`src/rtl/mac_kbd_pkg.sv`:
```
package mac_kbd_pkg;

	// PS/2 scan bytes, Mac command bytes and reply bytes
	typedef logic [7:0] byte_t;

	// One completed key from the scan decoder
	typedef struct packed {
		logic valid;
		logic brk;	// Release prefix seen
		logic extended;	// E0 prefix seen
		byte_t code;
	} key_event_t;

	typedef enum logic [2:0] {
		cmd_idle,
		cmd_instant,
		cmd_model,
		cmd_test,
		cmd_inq_hold,	// Inquiry before the short tick
		cmd_inq_open	// Inquiry waiting for a key or the long tick
	} cmd_state_e;

	// Mac host commands
	localparam byte_t CMD_INQUIRY = 8'h10;
	localparam byte_t CMD_INSTANT = 8'h14;
	localparam byte_t CMD_MODEL = 8'h16;
	localparam byte_t CMD_TEST = 8'h36;

	// Replies to the host
	localparam byte_t REPLY_MODEL = 8'h03;
	localparam byte_t REPLY_TEST = 8'h7d;
	localparam byte_t REPLY_NULL = 8'h7b;

	// PS/2 prefixes match on the upper seven bits only
	localparam byte_t SCAN_BREAK = 8'hf0;
	localparam byte_t SCAN_EXTEND = 8'he0;

endpackage

```
`src/rtl/scan_decoder.sv`:
```
module scan_decoder (
	input logic sysclk,
	input logic reset,
	input logic scan_strobe,
	input mac_kbd_pkg::byte_t scan_byte,
	output mac_kbd_pkg::key_event_t key_event
);

	logic brk_held;
	logic ext_held;
	logic is_break;
	logic is_extend;

	assign is_break = scan_byte[7:1] == mac_kbd_pkg::SCAN_BREAK[7:1];
	assign is_extend = scan_byte[7:1] == mac_kbd_pkg::SCAN_EXTEND[7:1];

	// Prefixes are held until the next plain byte closes the key
	always_ff @(posedge sysclk or posedge reset) begin
		if (reset) begin
			brk_held <= 1'b0;
			ext_held <= 1'b0;
			key_event <= '0;
		end else begin
			key_event.valid <= 1'b0;	// Single cycle event
			if (scan_strobe) begin
				if (is_break) begin
					brk_held <= 1'b1;
				end else if (is_extend) begin
					ext_held <= 1'b1;
				end else begin
					key_event.valid <= 1'b1;
					key_event.brk <= brk_held;
					key_event.extended <= ext_held;
					key_event.code <= scan_byte;
					brk_held <= 1'b0;
					ext_held <= 1'b0;
				end
			end
		end
	end

	// PS/2 bytes are far apart, so a key event never repeats on the next cycle
	a_event_single : assert property (
		@(posedge sysclk) disable iff (reset)
		key_event.valid |=> !key_event.valid
	);

endmodule

```
`src/rtl/key_buffer.sv`:
```
module key_buffer (
	input logic sysclk,
	input logic reset,
	input mac_kbd_pkg::key_event_t key_event,
	input logic key_take,
	output logic key_pending,
	output mac_kbd_pkg::byte_t key_code
);

	mac_kbd_pkg::byte_t mapped;

	// Scan code set 2 to Mac transition code with bit 0 set
	function automatic mac_kbd_pkg::byte_t map_key(input logic ext,
			input mac_kbd_pkg::byte_t code);
		mac_kbd_pkg::byte_t mac;
		case ({ext, code})
			9'h01c: mac = 8'h01;	// Letters a to z
			9'h032: mac = 8'h17;
			9'h021: mac = 8'h11;
			9'h023: mac = 8'h05;
			9'h024: mac = 8'h1d;
			9'h02b: mac = 8'h07;
			9'h034: mac = 8'h0b;
			9'h033: mac = 8'h09;
			9'h043: mac = 8'h45;
			9'h03b: mac = 8'h4d;
			9'h042: mac = 8'h51;
			9'h04b: mac = 8'h4b;
			9'h03a: mac = 8'h5d;
			9'h031: mac = 8'h5b;
			9'h044: mac = 8'h3f;
			9'h04d: mac = 8'h47;
			9'h015: mac = 8'h19;
			9'h02d: mac = 8'h1f;
			9'h01b: mac = 8'h03;
			9'h02c: mac = 8'h23;
			9'h03c: mac = 8'h41;
			9'h02a: mac = 8'h13;
			9'h01d: mac = 8'h1b;
			9'h022: mac = 8'h0f;
			9'h035: mac = 8'h21;
			9'h01a: mac = 8'h0d;
			9'h045: mac = 8'h3b;	// Digits 0 to 9
			9'h016: mac = 8'h25;
			9'h01e: mac = 8'h27;
			9'h026: mac = 8'h29;
			9'h025: mac = 8'h2b;
			9'h02e: mac = 8'h2f;
			9'h036: mac = 8'h2d;
			9'h03d: mac = 8'h35;
			9'h03e: mac = 8'h39;
			9'h046: mac = 8'h33;
			9'h029: mac = 8'h63;	// Space
			9'h05a: mac = 8'h49;	// Enter
			9'h066: mac = 8'h67;	// Backspace
			9'h00d: mac = 8'h61;	// Tab
			9'h076: mac = 8'h00;	// Escape has no Mac Plus key
			9'h012: mac = 8'h71;	// Left shift
			9'h059: mac = 8'h71;	// Right shift
			9'h011: mac = 8'h75;	// Left alt as option
			9'h111: mac = 8'h75;	// Right alt
			9'h014: mac = 8'h6f;	// Ctrl as command
			9'h11f: mac = 8'h6f;	// Left GUI
			9'h127: mac = 8'h6f;	// Right GUI
			9'h041: mac = 8'h57;	// Comma
			9'h049: mac = 8'h5f;
			9'h04a: mac = 8'h59;
			9'h04c: mac = 8'h53;
			9'h04e: mac = 8'h37;
			9'h055: mac = 8'h31;
			default: mac = mac_kbd_pkg::REPLY_NULL;
		endcase
		return mac;
	endfunction

	assign mapped = map_key(key_event.extended, key_event.code);

	// Only the first key is kept, later ones are lost until the host takes it
	always_ff @(posedge sysclk or posedge reset) begin
		if (reset) begin
			key_pending <= 1'b0;
		end else if (key_take) begin
			key_pending <= 1'b0;
		end else if (key_event.valid && !key_pending) begin
			key_pending <= 1'b1;
		end
	end

	always_ff @(posedge sysclk) begin
		if (key_event.valid && !key_pending && !key_take) begin
			key_code <= {key_event.brk, mapped[6:0]};	// Bit 7 marks a release
		end
	end

	// The host must see the same code for as long as the key waits
	a_code_stable : assert property (
		@(posedge sysclk) disable iff (reset)
		key_pending |=> !key_pending || $stable(key_code)
	);

endmodule

```
`src/rtl/pace_timer.sv`:
```
module pace_timer #(
	parameter int unsigned SHORT_TICKS = 4095,
	parameter int unsigned LONG_TICKS = 4194303
) (
	input logic sysclk,
	input logic reset,
	input logic cmd_strobe,
	output logic tick_short,
	output logic tick_long
);

	localparam int CNT_W = $clog2(LONG_TICKS + 1);

	logic [CNT_W-1:0] count;

	// Restarts on every host command, then parks at the long limit
	always_ff @(posedge sysclk or posedge reset) begin
		if (reset) begin
			count <= '0;
		end else if (cmd_strobe) begin
			count <= '0;
		end else if (!tick_long) begin
			count <= count + 1'b1;
		end
	end

	assign tick_short = count == CNT_W'(SHORT_TICKS);
	assign tick_long = count == CNT_W'(LONG_TICKS);	// Held until next command

	a_ticks_apart : assert property (
		@(posedge sysclk) disable iff (reset)
		!(tick_short && tick_long)
	);

endmodule

```
`src/rtl/mac_cmd_fsm.sv`:
```
module mac_cmd_fsm (
	input logic sysclk,
	input logic reset,
	input logic cmd_strobe,
	input mac_kbd_pkg::byte_t cmd_byte,
	input logic tick_short,
	input logic tick_long,
	input logic key_pending,
	input mac_kbd_pkg::byte_t key_code,
	output logic key_take,
	output logic reply_strobe,
	output mac_kbd_pkg::byte_t reply_byte
);

	mac_kbd_pkg::cmd_state_e state;
	mac_kbd_pkg::cmd_state_e state_next;

	// A new command always wins over any reply in flight
	always_comb begin
		state_next = state;
		if (cmd_strobe) begin
			case (cmd_byte)
				mac_kbd_pkg::CMD_INQUIRY: state_next = mac_kbd_pkg::cmd_inq_hold;
				mac_kbd_pkg::CMD_INSTANT: state_next = mac_kbd_pkg::cmd_instant;
				mac_kbd_pkg::CMD_MODEL: state_next = mac_kbd_pkg::cmd_model;
				mac_kbd_pkg::CMD_TEST: state_next = mac_kbd_pkg::cmd_test;
				default: state_next = mac_kbd_pkg::cmd_idle;	// Unknown command
			endcase
		end else if (reply_strobe) begin
			state_next = mac_kbd_pkg::cmd_idle;
		end else if (state == mac_kbd_pkg::cmd_inq_hold && tick_short) begin
			state_next = mac_kbd_pkg::cmd_inq_open;
		end
	end

	always_ff @(posedge sysclk or posedge reset) begin
		if (reset) begin
			state <= mac_kbd_pkg::cmd_idle;
		end else begin
			state <= state_next;
		end
	end

	// Reply timing from the pace ticks
	always_comb begin
		case (state)
			mac_kbd_pkg::cmd_instant,
			mac_kbd_pkg::cmd_model,
			mac_kbd_pkg::cmd_test: reply_strobe = tick_short;
			mac_kbd_pkg::cmd_inq_open: reply_strobe = key_pending || tick_long;
			default: reply_strobe = 1'b0;
		endcase
	end

	always_comb begin
		case (state)
			mac_kbd_pkg::cmd_model: reply_byte = mac_kbd_pkg::REPLY_MODEL;
			mac_kbd_pkg::cmd_test: reply_byte = mac_kbd_pkg::REPLY_TEST;
			default: reply_byte = key_pending ? key_code : mac_kbd_pkg::REPLY_NULL;
		endcase
	end

	// Every reply consumes the pending key, if any
	assign key_take = reply_strobe;

	a_reply_busy : assert property (
		@(posedge sysclk) disable iff (reset)
		reply_strobe |-> state != mac_kbd_pkg::cmd_idle
	);

endmodule

```
`src/rtl/mac_kbd_top.sv`:
```
module mac_kbd_top #(
	parameter int unsigned SHORT_TICKS = 4095,
	parameter int unsigned LONG_TICKS = 4194303
) (
	input logic sysclk,
	input logic reset,
	input logic scan_strobe,
	input mac_kbd_pkg::byte_t scan_byte,
	input logic cmd_strobe,
	input mac_kbd_pkg::byte_t cmd_byte,
	output logic reply_strobe,
	output mac_kbd_pkg::byte_t reply_byte
);

	mac_kbd_pkg::key_event_t key_event;
	mac_kbd_pkg::byte_t key_code;
	logic key_pending;
	logic key_take;
	logic tick_short;
	logic tick_long;

	scan_decoder decoder_i (
		.sysclk(sysclk),
		.reset(reset),
		.scan_strobe(scan_strobe),
		.scan_byte(scan_byte),
		.key_event(key_event)
	);

	key_buffer buffer_i (
		.sysclk(sysclk),
		.reset(reset),
		.key_event(key_event),
		.key_take(key_take),
		.key_pending(key_pending),
		.key_code(key_code)
	);

	pace_timer #(
		.SHORT_TICKS(SHORT_TICKS),
		.LONG_TICKS(LONG_TICKS)
	) timer_i (
		.sysclk(sysclk),
		.reset(reset),
		.cmd_strobe(cmd_strobe),
		.tick_short(tick_short),
		.tick_long(tick_long)
	);

	mac_cmd_fsm fsm_i (
		.sysclk(sysclk),
		.reset(reset),
		.cmd_strobe(cmd_strobe),
		.cmd_byte(cmd_byte),
		.tick_short(tick_short),
		.tick_long(tick_long),
		.key_pending(key_pending),
		.key_code(key_code),
		.key_take(key_take),
		.reply_strobe(reply_strobe),
		.reply_byte(reply_byte)
	);

endmodule

```
`config.mk`:
```
export PLATFORM = sky130hd
export DESIGN_NAME = mac_kbd_top
export DESIGN_NICKNAME = d
export VERILOG_FILES = /design/src/rtl/mac_kbd_pkg.sv /design/src/rtl/scan_decoder.sv /design/src/rtl/key_buffer.sv /design/src/rtl/pace_timer.sv /design/src/rtl/mac_cmd_fsm.sv /design/src/rtl/mac_kbd_top.sv
export SDC_FILE = /design/constraint.sdc
export NUM_CORES = 1
export LEC_CHECK = 0
export ABC_CLOCK_PERIOD_IN_PS = 7600
export BUFFER_PORTS_ARGS = -buffer_cell sky130_fd_sc_hd__buf_2
export CAP_MARGIN = 0
export CORE_MARGIN = 3
export CORE_UTILIZATION = 61
export DETAILED_ROUTE_END_ITERATION = 8
export MAX_ROUTING_LAYER = met4
export PLACE_DENSITY = 0.81
export SYNTH_ARGS = -nofsm -noshare
export SYNTH_HDL_FRONTEND = slang
export SYNTH_SLANG_ARGS = --single-unit
```
`constraint.sdc`:
```
create_clock -name sysclk -period 7.6 [get_ports sysclk]
set_input_delay 0.76 -clock sysclk [delete_from_list [all_inputs] [get_ports sysclk]]
set_output_delay 0.76 -clock sysclk [all_outputs]
set_load 0.02 [all_outputs]
```
Word level (Yosys, flattened, before mapping) --
Index checks and enable logic that the tools add are counted. Widths: inputs -> output; s select.
Word-level totals: bits in registers 47, word-level logic and storage cells 115
Operators by class: muxes and demuxes 18, equality and inequality tests 69, reductions and logical operators 15, add/sub/neg operators 1, bitwise gates (word level) 2
Operator list (number):
- $pmux 7 s50 | 1
- $eq 9x6->1 const B | 23
- $eq 9x7->1 const B | 17
- $eq 9x5->1 const B | 10
- $mux 22 | 2
- $mux 11 | 3
- $eq 9x9->1 const B | 3
- $eq 8x5->1 const B | 3
- $add 22x1->22 const B | 1
- $eq 22x12->1 const B | 1
- $eq 22x22->1 const B | 1
- $pmux 8 s2 | 1
- $eq 7x7->1 const B | 2
- $pmux 3 s4 | 1
- $eq 9x4->1 const B | 1
- $mux 3 | 3
- $eq 8x6->1 const B | 1
- $mux 8 | 1
- $eq 3x2->1 const B | 2
- $eq 3x3->1 const B | 2
- $reduce_or 3->1 | 2
- $mux 1 | 5
- $reduce_and 2->1 | 2
- $reduce_or 2->1 | 2
- other kinds (11) | 15

Depth between registers and ports, before layout --
Gate-level depths: netlist (run 1).
word-level depth 5, depth in mapped cells 8, gate-level depth less buffers 7

Cells and area by module --
From an unflattened synthesis (run 1), not the netlist that was laid out.
Unflattened totals: cell total of the unflattened synthesis 435, area total of the unflattened synthesis 3798.6 um^2
Modules (own cells, without submodules):
- key_buffer | area an instance 1496.4 um^2, instances 1, cells each 209
- pace_timer | area an instance 1432.6 um^2, instances 1, cells each 148
- scan_decoder | area an instance 546.8 um^2, instances 1, cells each 42
- mac_cmd_fsm | area an instance 322.8 um^2, instances 1, cells each 36

Worst setup path before layout (run 1) --
No wires, ideal clock.
kind reg-to-reg, start point register timer_i.count[0], end point register buffer_i.key_code[0] (enable), setup slack 4863 ps, arrival time 2351 ps, path buffers 1, data required time 7215 ps, stages on the path, launching flop included 9, cell sequence dfrtp_1 -> ha_1 -> and2_1 -> and4_1 -> clkbuf_1 -> a21oi_1 -> nor3b_1 -> o22a_1 -> nor3b_1
Between the ends: cells in the longest elaborated chain, start to end 5, elaborated cells between the ends (all ways) 6
RTL lines:
- start, declared | line pace_timer.sv:14 | logic [CNT_W-1:0] count;
- start signal, assigned | line pace_timer.sv:23 | count <= count + 1'b1;
- $eq 22x22->1 | line pace_timer.sv:28 | assign tick_long = count == CNT_W'(LONG_TICKS);
- $logic_or 1x1->1 | line mac_cmd_fsm.sv:50 | mac_kbd_pkg::cmd_inq_open: reply_strobe = key_pending || tick_long;
- $pmux 1 s2 (*) | line mac_cmd_fsm.sv:46 | case (state)
- net reply_strobe | line mac_kbd_top.sv:11 | output logic reply_strobe,
- $logic_not 1->1 (*) | line key_buffer.sv:90 | if (key_event.valid && !key_pending && !key_take) begin
- $logic_and 1x1->1 (*) | line key_buffer.sv:90
- end signal, assigned | line key_buffer.sv:91 | key_code <= {key_event.brk, mapped[6:0]};
- end, declared | line key_buffer.sv:7 | output mac_kbd_pkg::byte_t key_code
Mark *: on every way through the listed nets, which the timed path passes. The rest lies on a longest branch. A chain may end at the register's enable or synchronous reset.

Worst setup path in the final report (run 1) --
start point register timer_i.count[0], end point output reply_strobe
Between the ends: cells in the longest elaborated chain, start to end 3, elaborated cells between the ends (all ways) 4
RTL lines (line):
- $eq 22x22->1 | pace_timer.sv:28
- $logic_or 1x1->1 | mac_cmd_fsm.sv:50
- $pmux 1 s2 (*) | mac_cmd_fsm.sv:46
- end, declared | mac_kbd_top.sv:11
Every way passes the cells marked *; elsewhere a longest branch is shown, timed or not.

==> results of run 1 <==
[routing by layer]
layer | wire length, µm | track usage, % | up-vias
met5 | 0 | - | -
met4 | 159 | 7.09 | 0
met3 | 745 | 5.21 | 23
met2 | 3600 | 41.2 | 174
met1 | 3510 | 37.7 | 1430
li1 | - | - | 1472
[through the flow]
step	instance area, µm²	worst slack, ns	total power, µW
final	3560	4.62	532
after global routing	3560	4.41	562
after CTS	3560	4.62	533
after detailed placement	3470	4.77	390
after global placement	3470	4.84	388
after floorplan	3450	4.86	374
[sequential cells by signal, summed over array words and instances (netlist names)]
register              flops
buffer_i.key_pending      1
decoder_i.brk_held        1
fsm_i.state               3
buffer_i.key_code         8
decoder_i.key_event      11
decoder_i.ext_held        1
timer_i.count            22
[power groups by stage]
stage / combinational, µW / sequential (µW) / clock [µW]
2_1_floorplan: 98.3 / 276 / 0
3_3_place_gp: 93.0 / 295 / 0
3_5_place_dp: 94.6 / 296 / 0
4_1_cts: 95.0 / 290 / 147
5_1_grt: 107 / 294 / 161
6_report: 96.3 / 292 / 144
[cells in the mapped netlist, types with 3 or more instances]
master,instances,share of area [%]
and3_1,8,1.5
nor3b_1,4,0.87
inv_1,12,1.3
nand2b_1,6,1.1
clkbuf_1,6,0.65
buf_2,4,0.58
a211oi_1,6,1.3
o21a_1,7,1.5
nor2_1,51,5.6
nand4b_1,4,1.0
nand3_1,13,1.9
nand4_1,7,1.3
clkbuf_8,9,3.6
nand3b_1,3,0.65
o21ai_0,13,1.9
o211ai_1,3,0.65
nand2_1,44,4.8
and2_1,3,0.54
a32o_1,3,0.87
and4_1,6,1.5
a22oi_1,3,0.65
or2_2,3,0.54
edfxtp_1,8,7.0
nor3_1,17,2.5
a21oi_1,13,1.9
o22ai_1,4,0.73
xor2_1,9,2.3
dfrtp_1,39,28
nor4_1,9,1.6
xnor2_1,11,2.8
or3_1,3,0.54
[kinds of logic (layout without fill, tap and decap cells)]
logic type               after synthesis  in the layout  share of synthesized area [%]
AND/OR/NAND/NOR                      207            207                           33.4
AO/OA/AOI/OAI                         80             80                           17.6
flip-flops                            47             47                           35.3
buffers and inverters                 36             49                           7.37
XOR/XNOR                              20             20                           5.08
multiplexers                           3              3                          0.943
adder cells (fa/ha/maj)                1              1                          0.363
[placed cells by master, fill, tap and decap left out, types with 4 or more instances in the layout]
cell,count
nor2_1,51
nand2_1,44
dfrtp_1,39
buf_2,28
nor3_1,17
a21oi_1,13
o21ai_0,13
nand3_1,13
inv_1,12
xnor2_1,11
xor2_1,9
nor4_1,9
and3_1,8
edfxtp_1,8
nand4_1,7
o21a_1,7
and4_1,6
nand2b_1,6
a211oi_1,6
clkbuf_8,5
nand4b_1,4
o22ai_1,4
nor3b_1,4
[area by class of cell]
class / instances / area share, %
inverters: 12 / 1.27
multi-input cells: 311 / 55.6
flip-flops and latches: 47 / 34.2
well taps: 70 / 2.46
clock buffers: 6 / 2.04
clock inverters: 2 / 0.351
repair buffers: 29 / 4.15
[final timing paths]
check                                               start                                 end  slack (ns)  cells after the start
min                        decoder_i.ext_held$_DFFE_PP0P_  decoder_i.key_event[8]$_DFFE_PP0P_        0.49                      2
min reg2reg                decoder_i.ext_held$_DFFE_PP0P_  decoder_i.key_event[8]$_DFFE_PP0P_        0.49                      2
max                          timer_i.count[0]$_DFFE_PP0P_                        reply_strobe        4.62                      7
max reg2reg                  timer_i.count[0]$_DFFE_PP0P_      buffer_i.key_code[7]$_DFFE_PP_        4.77                      7
max in group asynchronous                           reset    buffer_i.key_pending$_DFFE_PP0P_        6.69                      3
min in group asynchronous                           reset      decoder_i.ext_held$_DFFE_PP0P_        0.56                      3
[worst reg2reg max path, cell delays in order (launching register included)]
cell and delay, ns:
dfrtp_1 0.42, ha_1 0.26, and2_1 0.19, and4_1 0.26, a21oi_1 0.22, nor3b_1 0.09, o22a_1 0.22, nor3b_1 0.80
==> results.json, run 1 <==
{
  "multi_input_comb_area_um2": 1980,
  "p_sw_share_pct": 30.8,
  "num_vias": 3099,
  "synth_cells": 394,
  "clock_latency_ns": 0.30,
  "post_drt_via_cell_ratio": 6.50,
  "routed_wl_um": 8020,
  "synth_cell_types": 81,
  "power_frac_comb_pct": 18.1,
  "leakage_uw": 0.00145,
  "fin_worst_skew_ns": 0.0116,
  "p_seq_share_pct": 54.9,
  "grt_max_degree": 40,
  "whs_ns": 0.489,
  "fin_tns_setup_ns": 0,
  "worst_path_dominant_cell_family": "simple AND/OR/NAND/NOR gates",
  "cp_max_fo": 6,
  "routabilityCongestion": 1.06,
  "netlist_area_um2": 3450,
  "cts_hold_buf": 0,
  "cpPeakStageDelay_ns": 0.41,
  "peakVddDrop_mv": 0.102,
  "ys_seq_area_share_pct": 35.3,
  "synth_enable_flop_cells": 8,
  "p_sw_uw": 164,
  "worstSetupStartpointType": "register",
  "synth-async-reset-ratio_pct": 83.0,
  "power_density_nw_per_um2": 149,
  "rsz0062_at_grt": "no",
  "max_freq_mhz": 336,
  "core_um2": 5270,
  "root_buffer": "clkbuf_8",
  "clkPwrFrac_pct": 27.0,
  "fin_nets": 427,
  "synth_ff_type": "dfrtp_1",
  "insertedDiodeCount": 0,
  "synth.avg_cell_area_um2": 8.75,
  "track_usage_pct": 27.3,
  "syn_to_final_growth_pct": 3.23,
  "cts_sinks": 47,
  "worstMarginPinSlew_ns": 1.12,
  "critPathCaptureType": "output port",
  "postRouteAntennaNets": 0,
  "finalSetupViolCount": 0,
  "wl_per_cell_um": 16.8,
  "ys_warn_count": 0,
  "cts_setup_buffers": 0,
  "final_cells": 477,
  "finalMaxSlewViolations": 0,
  "regArea_um2": 1220,
  "die_h_um": 81.2,
  "hold_class": "register to register",
  "path_buf_inv": 1,
  "clk_pin_slew_worst_paths_ns": 0.08,
  "dp_cells": 469,
  "drc": 0,
  "cts_max_path_buffers": 2,
  "drive_gt1_share_pct": 16.7,
  "grt_pass1_vias": 2903,
  "first_pass_iters": 5,
  "fillCellCount": 448,
  "relSlewSlack_pct": 24.5,
  "cts_resized": 0,
  "dp_hpwl_um": 5740,
  "tritoncts": "built",
  "grt_first_pass_wirelength_um": 13700,
  "period_share_pct": 39.2,
  "p_int_uw": 368,
  "placementRows": 26,
  "io-pin-count": 29,
  "slowest_stage": "dfrtp_1",
  "status": "finished clean",
  "numCtsBuffers": 5,
  "crit_required_ns": 6.84,
  "portBuffers": 28,
  "path_class": "register to output port",
  "dieArea_um2": 6590,
  "grt.overflow.total": 0,
  "crit_chain": "ha_1, and2_1, and4_1, a21oi_1, nor3b_1, o22a_1, buf_2",
  "cap_violations": 0,
  "die_x_um": 81.2,
  "cts.htree.levels": 2,
  "drtIter0Drc": 343,
  "syn_nets": 415,
  "fin_crit_ns": 2.98,
  "grt_antenna_before_repair": 0,
  "ys_seq_elements": 47,
  "cp.arrival_ns": 2.22,
  "start_util_pct": 65.4,
  "hold_viol_final": 0,
  "utilization_pct": 67.5
}
Power figures use the tool's default switching activity.
==> run 2, diff against run 1 <==
- ABC_CLOCK_PERIOD_IN_PS: 7600 -> 2700
- CORE_UTILIZATION: 61 -> 55
- PLACE_DENSITY: 0.81 -> 0.77
- clock period: 7.6 -> 2.7 ns (I/O delays scaled with it)
==> run 2 against run 1 <==
Compared with the run above:
- combinational power grew to 3.4 times the previous value
- non-clock buffer count is 18 higher
- sequential power grew to 2.8 times the previous value
- die area is 10% higher
- clock skew is 0.0085 ns lower
- via count is 2.8% higher
- worst hold slack worse by 0.44 ns
- flip-flop and latch count stayed put
- utilization is 5.5 points lower
- total power grew to 3.0 times the previous value
- clock power grew to 3.2 times the previous value
- global-route usage is 0.66 points lower
==> results.json, run 2 (same netlist as run 1, synthesis figures left out) <==
{
  "status": "finished clean",
  "max_freq_mhz": 386,
  "power_density_nw_per_um2": 428,
  "io-pin-count": 29,
  "die_x_um": 85.2,
  "fin_crit_ns": 2.59,
  "p_seq_share_pct": 50.6,
  "period_share_pct": 96.1,
  "numCtsBuffers": 5,
  "fin_tns_setup_ns": 0,
  "cts_max_path_buffers": 2,
  "p_sw_uw": 520,
  "root_buffer": "clkbuf_8",
  "grt_pass1_vias": 2952,
  "cts_sinks": 47,
  "cts.htree.levels": 2,
  "hold_viol_final": 0,
  "finalWorstSetupSlack_ns": 0.106,
  "cts_hold_buf": 0,
  "whs_ns": 0.0471,
  "track_usage_pct": 26.6,
  "fin_worst_skew_ns": 0.00305,
  "num_vias": 3186,
  "cp_max_fo": 6,
  "placementRows": 28,
  "die_h_um": 85.2,
  "crit_required_ns": 2.43,
  "peakVddDrop_mv": 0.272,
  "largest_reg_flops": 22,
  "cp.arrival_ns": 2.32,
  "tritoncts": "built",
  "cap_violations": 0,
  "relSlewSlack_pct": 34.0,
  "clk_pin_slew_worst_paths_ns": 0.10,
  "regMostFlops": "timer_i.count",
  "p_sw_share_pct": 32.7,
  "leakage_uw": 0.00155,
  "insertedDiodeCount": 0,
  "routabilityCongestion": 1.04,
  "grt.overflow.total": 0,
  "finalMaxSlewViolations": 0,
  "core_um2": 5990,
  "post_drt_via_cell_ratio": 6.37,
  "worstMarginPinSlew_ns": 0.976,
  "first_pass_iters": 5,
  "fin_nets": 445,
  "clock_latency_ns": 0.31,
  "grt_max_degree": 40,
  "p_int_uw": 1070,
  "portBuffers": 28,
  "wl_per_cell_um": 18.0,
  "path_class": "register to output port",
  "dp_cells": 492,
  "met1_usage_pct": 38.1,
  "drtIter0Drc": 301,
  "worstSetupStartpointType": "register",
  "largestRegisters": "timer_i.count x22, decoder_i.key_event x11, buffer_i.key_code x8",
  "grt_antenna_before_repair": 0,
  "rsz0062_at_grt": "no",
  "finalSetupViolCount": 0,
  "postRouteAntennaNets": 0,
  "utilization_pct": 62.1,
  "final_common_cell": "nor2_1",
  "use_met3_pct": 5.53,
  "syn_to_final_growth_pct": 7.84,
  "final_cells": 500,
  "top_usage_layer": "met2",
  "drc": 0,
  "start_util_pct": 57.6,
  "hold_class": "input pin to async pin",
  "drive_gt1_share_pct": 20.9,
  "dieArea_um2": 7260,
  "clkPwrFrac_pct": 29.1,
  "dpl_worst_slack_ns": 0.293,
  "dp_hpwl_um": 6650,
  "grt_first_pass_wirelength_um": 15000,
  "routed_wl_um": 9000,
  "power_frac_comb_pct": 20.3,
  "critPathCaptureType": "output port",
  "layout_common_cells": "nor2_1 (51), nand2_1 (44), dfrtp_1 (39)",
  "use_met2_pct": 39.2
}
run 2: power by group through the flow:
stage / sequential (µW) / clock [µW] / combinational [µW]
2_1_floorplan: 776 / 0 / 277
6_report: 805 / 463 / 323
5_1_grt: 811 / 506 / 354
3_5_place_dp: 817 / 0 / 317
4_1_cts: 802 / 477 / 318
3_3_place_gp: 815 / 0 / 321
run 2: layout make-up:
type,instances,area (µm²)
Multi-Input combinational cell,311,1980
Fill cell,519,2270
Timing Repair Buffer,47,283
Tap cell,75,93.8
Clock buffer,5,68.8
Inverter,12,45.0
Sequential cell,47,1220
Clock inverter,3,27.5
run 2: routing by layer:
metal	routed length, µm	up-vias
li1	-	1512
met3	674	6
met4	77	0
met5	0	-
met2	3970	152
met1	4280	1516
run 2: worst paths after layout:
check,startpoint,to,slack (ns),depth (start not counted)
setup reg to reg,decoder_i.key_event[0]$_DFFE_PP0P_,buffer_i.key_code[1]$_DFFE_PP_,0.23,7
setup / recovery,timer_i.count[0]$_DFFE_PP0P_,reply_strobe,0.11,7
hold reg to reg,decoder_i.brk_held$_DFFE_PP0P_,decoder_i.key_event[9]$_DFFE_PP0P_,0.49,2
hold / removal,reset,timer_i.count[4]$_DFFE_PP0P_,0.05,3
min in group sysclk,scan_byte[0],decoder_i.key_event[0]$_DFFE_PP0P_,0.15,3
max in group asynchronous,reset,decoder_i.key_event[7]$_DFFE_PP0P_,2.30,3
run 2: what timing repair did:
action,in CTS,in global routing
buffers inserted,0,0
endpoints found under the setup margin,0,1
resized for setup,0,1
run 2: metrics by stage:
stage | total power, µW | cell area [µm²]
2_1_floorplan | 1050 | 3450
3_3_place_gp | 1140 | 3620
3_5_place_dp | 1130 | 3620
4_1_cts | 1600 | 3720
5_1_grt | 1670 | 3720
6_report | 1590 | 3720
run 2: critical path: stages (launching register included):
cell     delay (ns)
dfrtp_1        0.42
ha_1           0.23
and2_1         0.19
and4_2         0.32
a21oi_1        0.11
nor3b_1        0.28
o22a_1         0.28
buf_2          0.19
==> run 3, diff against run 2 <==
- CELL_PAD_IN_SITES_DETAIL_PLACEMENT: default -> 0
- CELL_PAD_IN_SITES_GLOBAL_PLACEMENT: default -> 1
- CORE_UTILIZATION: 55 -> 42
- CTS_CLUSTER_DIAMETER: default -> 80
- PLACE_DENSITY: 0.77 -> default
- PLACE_DENSITY_LB_ADDON: default -> 0.1
==> run 3 against run 2 <==
Compared with the run above:
- sequential power is 1% lower
- critical path type unchanged
- largest cell class unchanged
- clock skew is 0.0085 ns higher
- clock power is 22% higher
- critical endpoint unchanged
- worst hold slack better by 0.021 ns
- critical path depth stayed put
==> results.json, run 3 (same netlist as run 1, synthesis figures left out) <==
{
  "root_buffer": "clkbuf_8",
  "fillCellCount": 804,
  "power_density_nw_per_um2": 449,
  "relSlewSlack_pct": 32.0,
  "final_common_cell": "nor2_1",
  "fin_nets": 441,
  "cap_violations": 0,
  "dp_hpwl_um": 6590,
  "path_buf_inv": 1,
  "io-pin-count": 29,
  "max_freq_mhz": 404,
  "period_share_pct": 91.6,
  "die_h_um": 96.6,
  "post_drt_via_cell_ratio": 5.95,
  "path_class": "register to output port",
  "worstMarginPinSlew_ns": 1.01,
  "rsz0062_at_grt": "no",
  "tritoncts": "built",
  "status": "finished clean",
  "r2r_slack_ns": 0.25,
  "clock_latency_ns": 0.30,
  "routabilityCongestion": 0.951,
  "hold_viol_final": 0,
  "grt_max_degree": 40,
  "first_pass_iters": 5,
  "fin_worst_skew_ns": 0.0115,
  "syn_to_final_growth_pct": 9.00,
  "cts.htree.levels": 2,
  "dpl_cell_area_um2": 3620,
  "grt_antenna_before_repair": 0,
  "leakage_uw": 0.00155,
  "clk_pin_slew_worst_paths_ns": 0.09,
  "regMostFlops": "timer_i.count",
  "core_um2": 7850,
  "insertedDiodeCount": 0,
  "track_usage_pct": 19.3,
  "cts_max_path_buffers": 2,
  "placementRows": 32,
  "largestRegisters": "timer_i.count x22, decoder_i.key_event x11, buffer_i.key_code x8",
  "slowest_stage": "dfrtp_1",
  "reg2reg_from": "decoder_i.key_event[3]$_DFFE_PP0P_",
  "fin_tns_setup_ns": 0,
  "largest_reg_flops": 22,
  "critPathCaptureType": "output port",
  "grt_pass1_vias": 2887,
  "path_depth": 7,
  "finalMaxSlewViolations": 0,
  "numCtsBuffers": 5,
  "grt.overflow.total": 0,
  "cts_sinks": 47,
  "drc": 0,
  "rr_worst_depth": 7,
  "drtIter0Drc": 345,
  "finalPower_uw": 1690,
  "reg2reg_to": "buffer_i.key_code[1]$_DFFE_PP_",
  "worstSetupStartpointType": "register",
  "crit_chain": "ha_1, and2_1, and4_2, a21oi_1, nor3b_2, o22a_1, buf_2",
  "cp_max_fo": 6,
  "routed_wl_um": 8930,
  "wl_per_cell_um": 17.1,
  "hold_class": "input pin to async pin",
  "multi_input_comb_area_um2": 1990,
  "postRouteAntennaNets": 0,
  "fin_area_um2": 3760,
  "worst_path_dominant_cell_family": "simple AND/OR/NAND/NOR gates",
  "dieArea_um2": 9330,
  "grt_first_pass_wirelength_um": 14600,
  "cpPeakStageDelay_ns": 0.44,
  "num_vias": 3112,
  "cts_setup_buffers": 0,
  "start_util_pct": 43.9,
  "crit_required_ns": 2.43,
  "finalSetupViolCount": 0,
  "fin_crit_ns": 2.47,
  "peakVddDrop_mv": 0.223,
  "portBuffers": 28,
  "cp.arrival_ns": 2.20,
  "regArea_um2": 1220,
  "layout_common_cells": "nor2_1 (51), nand2_1 (44), dfrtp_1 (39)",
  "drive_gt1_share_pct": 20.2,
  "die_x_um": 96.6
}
[run 3: cell types whose count changed in the layout (fill, tap and decap cells not counted)]
cell / before / now
buf_4: 19 / 15
bufinv_16: 0 / 1
clkbuf_1: 0 / 1
clkbuf_16: 0 / 1
clkinvlp_4: 1 / 0
inv_6: 1 / 0
inv_8: 1 / 0
nor3b_1: 3 / 2
nor3b_2: 1 / 2
[run 3: layout make-up]
| class | instances | share of cell area [%] |
|---|---|---|
| sequential | 47 | 32.4 |
| clock buffer | 7 | 2.60 |
| tap | 102 | 3.40 |
| inverter | 12 | 1.20 |
| timing repair buffer | 43 | 6.72 |
| multi-input combinational | 311 | 52.9 |
| clock inverter | 1 | 0.799 |
[run 3: power breakdown]
| part | switching, µW | internal (µW) | leakage (µW) | total (µW) |
|---|---|---|---|---|
| clock | 233 | 333 | 0.0000636 | 566 |
| combinational | 196 | 129 | 0.000897 | 325 |
| sequential | 51.2 | 745 | 0.000587 | 796 |
| total | 480 | 1210 | 0.00155 | 1690 |
[run 3: worst max-delay path by stage]
stage / start / end / slack [ns]
floorplan: timer_i.count[0]$_DFFE_PP0P_ / buffer_i.key_code[0]$_DFFE_PP_ / 0.24
global placement: decoder_i.key_event[3]$_DFFE_PP0P_ / buffer_i.key_code[1]$_DFFE_PP_ / 0.15
detailed placement: decoder_i.key_event[3]$_DFFE_PP0P_ / buffer_i.key_code[1]$_DFFE_PP_ / 0.28
CTS: timer_i.count[0]$_DFFE_PP0P_ / reply_strobe / 0.11
global route: timer_i.count[0]$_DFFE_PP0P_ / reply_strobe / 0.03
finish: timer_i.count[0]$_DFFE_PP0P_ / reply_strobe / 0.23
[run 3: routing by layer]
metal  share of wire (%)  up-vias  GRT usage (%)
li1                    -     1497              -
met1                  49     1471           27.4
met3                 6.5       14           5.34
met4                 1.4        0           4.32
met5                   0        -              -
met2                  43      130           27.4
[run 3: worst min-delay path: cells and delay by family]
kind	cells	cell delay, ns
buffers and inverters	3	0.55
[run 3: metrics by stage]
stage | util, % | worst slack [ns] | hold slack, ns | std cells
final | 47.9 | 0.227 | 0.0684 | 523
after global routing | 47.9 | 0.0286 | 0.136 | 523
after CTS | 47.8 | 0.107 | 0.0840 | 523
after detailed placement | 46.2 | 0.282 | 0.422 | 515
after global placement | 46.2 | 0.147 | 0.419 | 515
after floorplan | - | 0.243 | 0.336 | 394
[run 3: timing repair]
| action | CTS | global route |
|---|---|---|
| hold buffers | 0 | 0 |
| setup endpoints to repair | 0 | 1 |
| gates resized for setup | 0 | 2 |
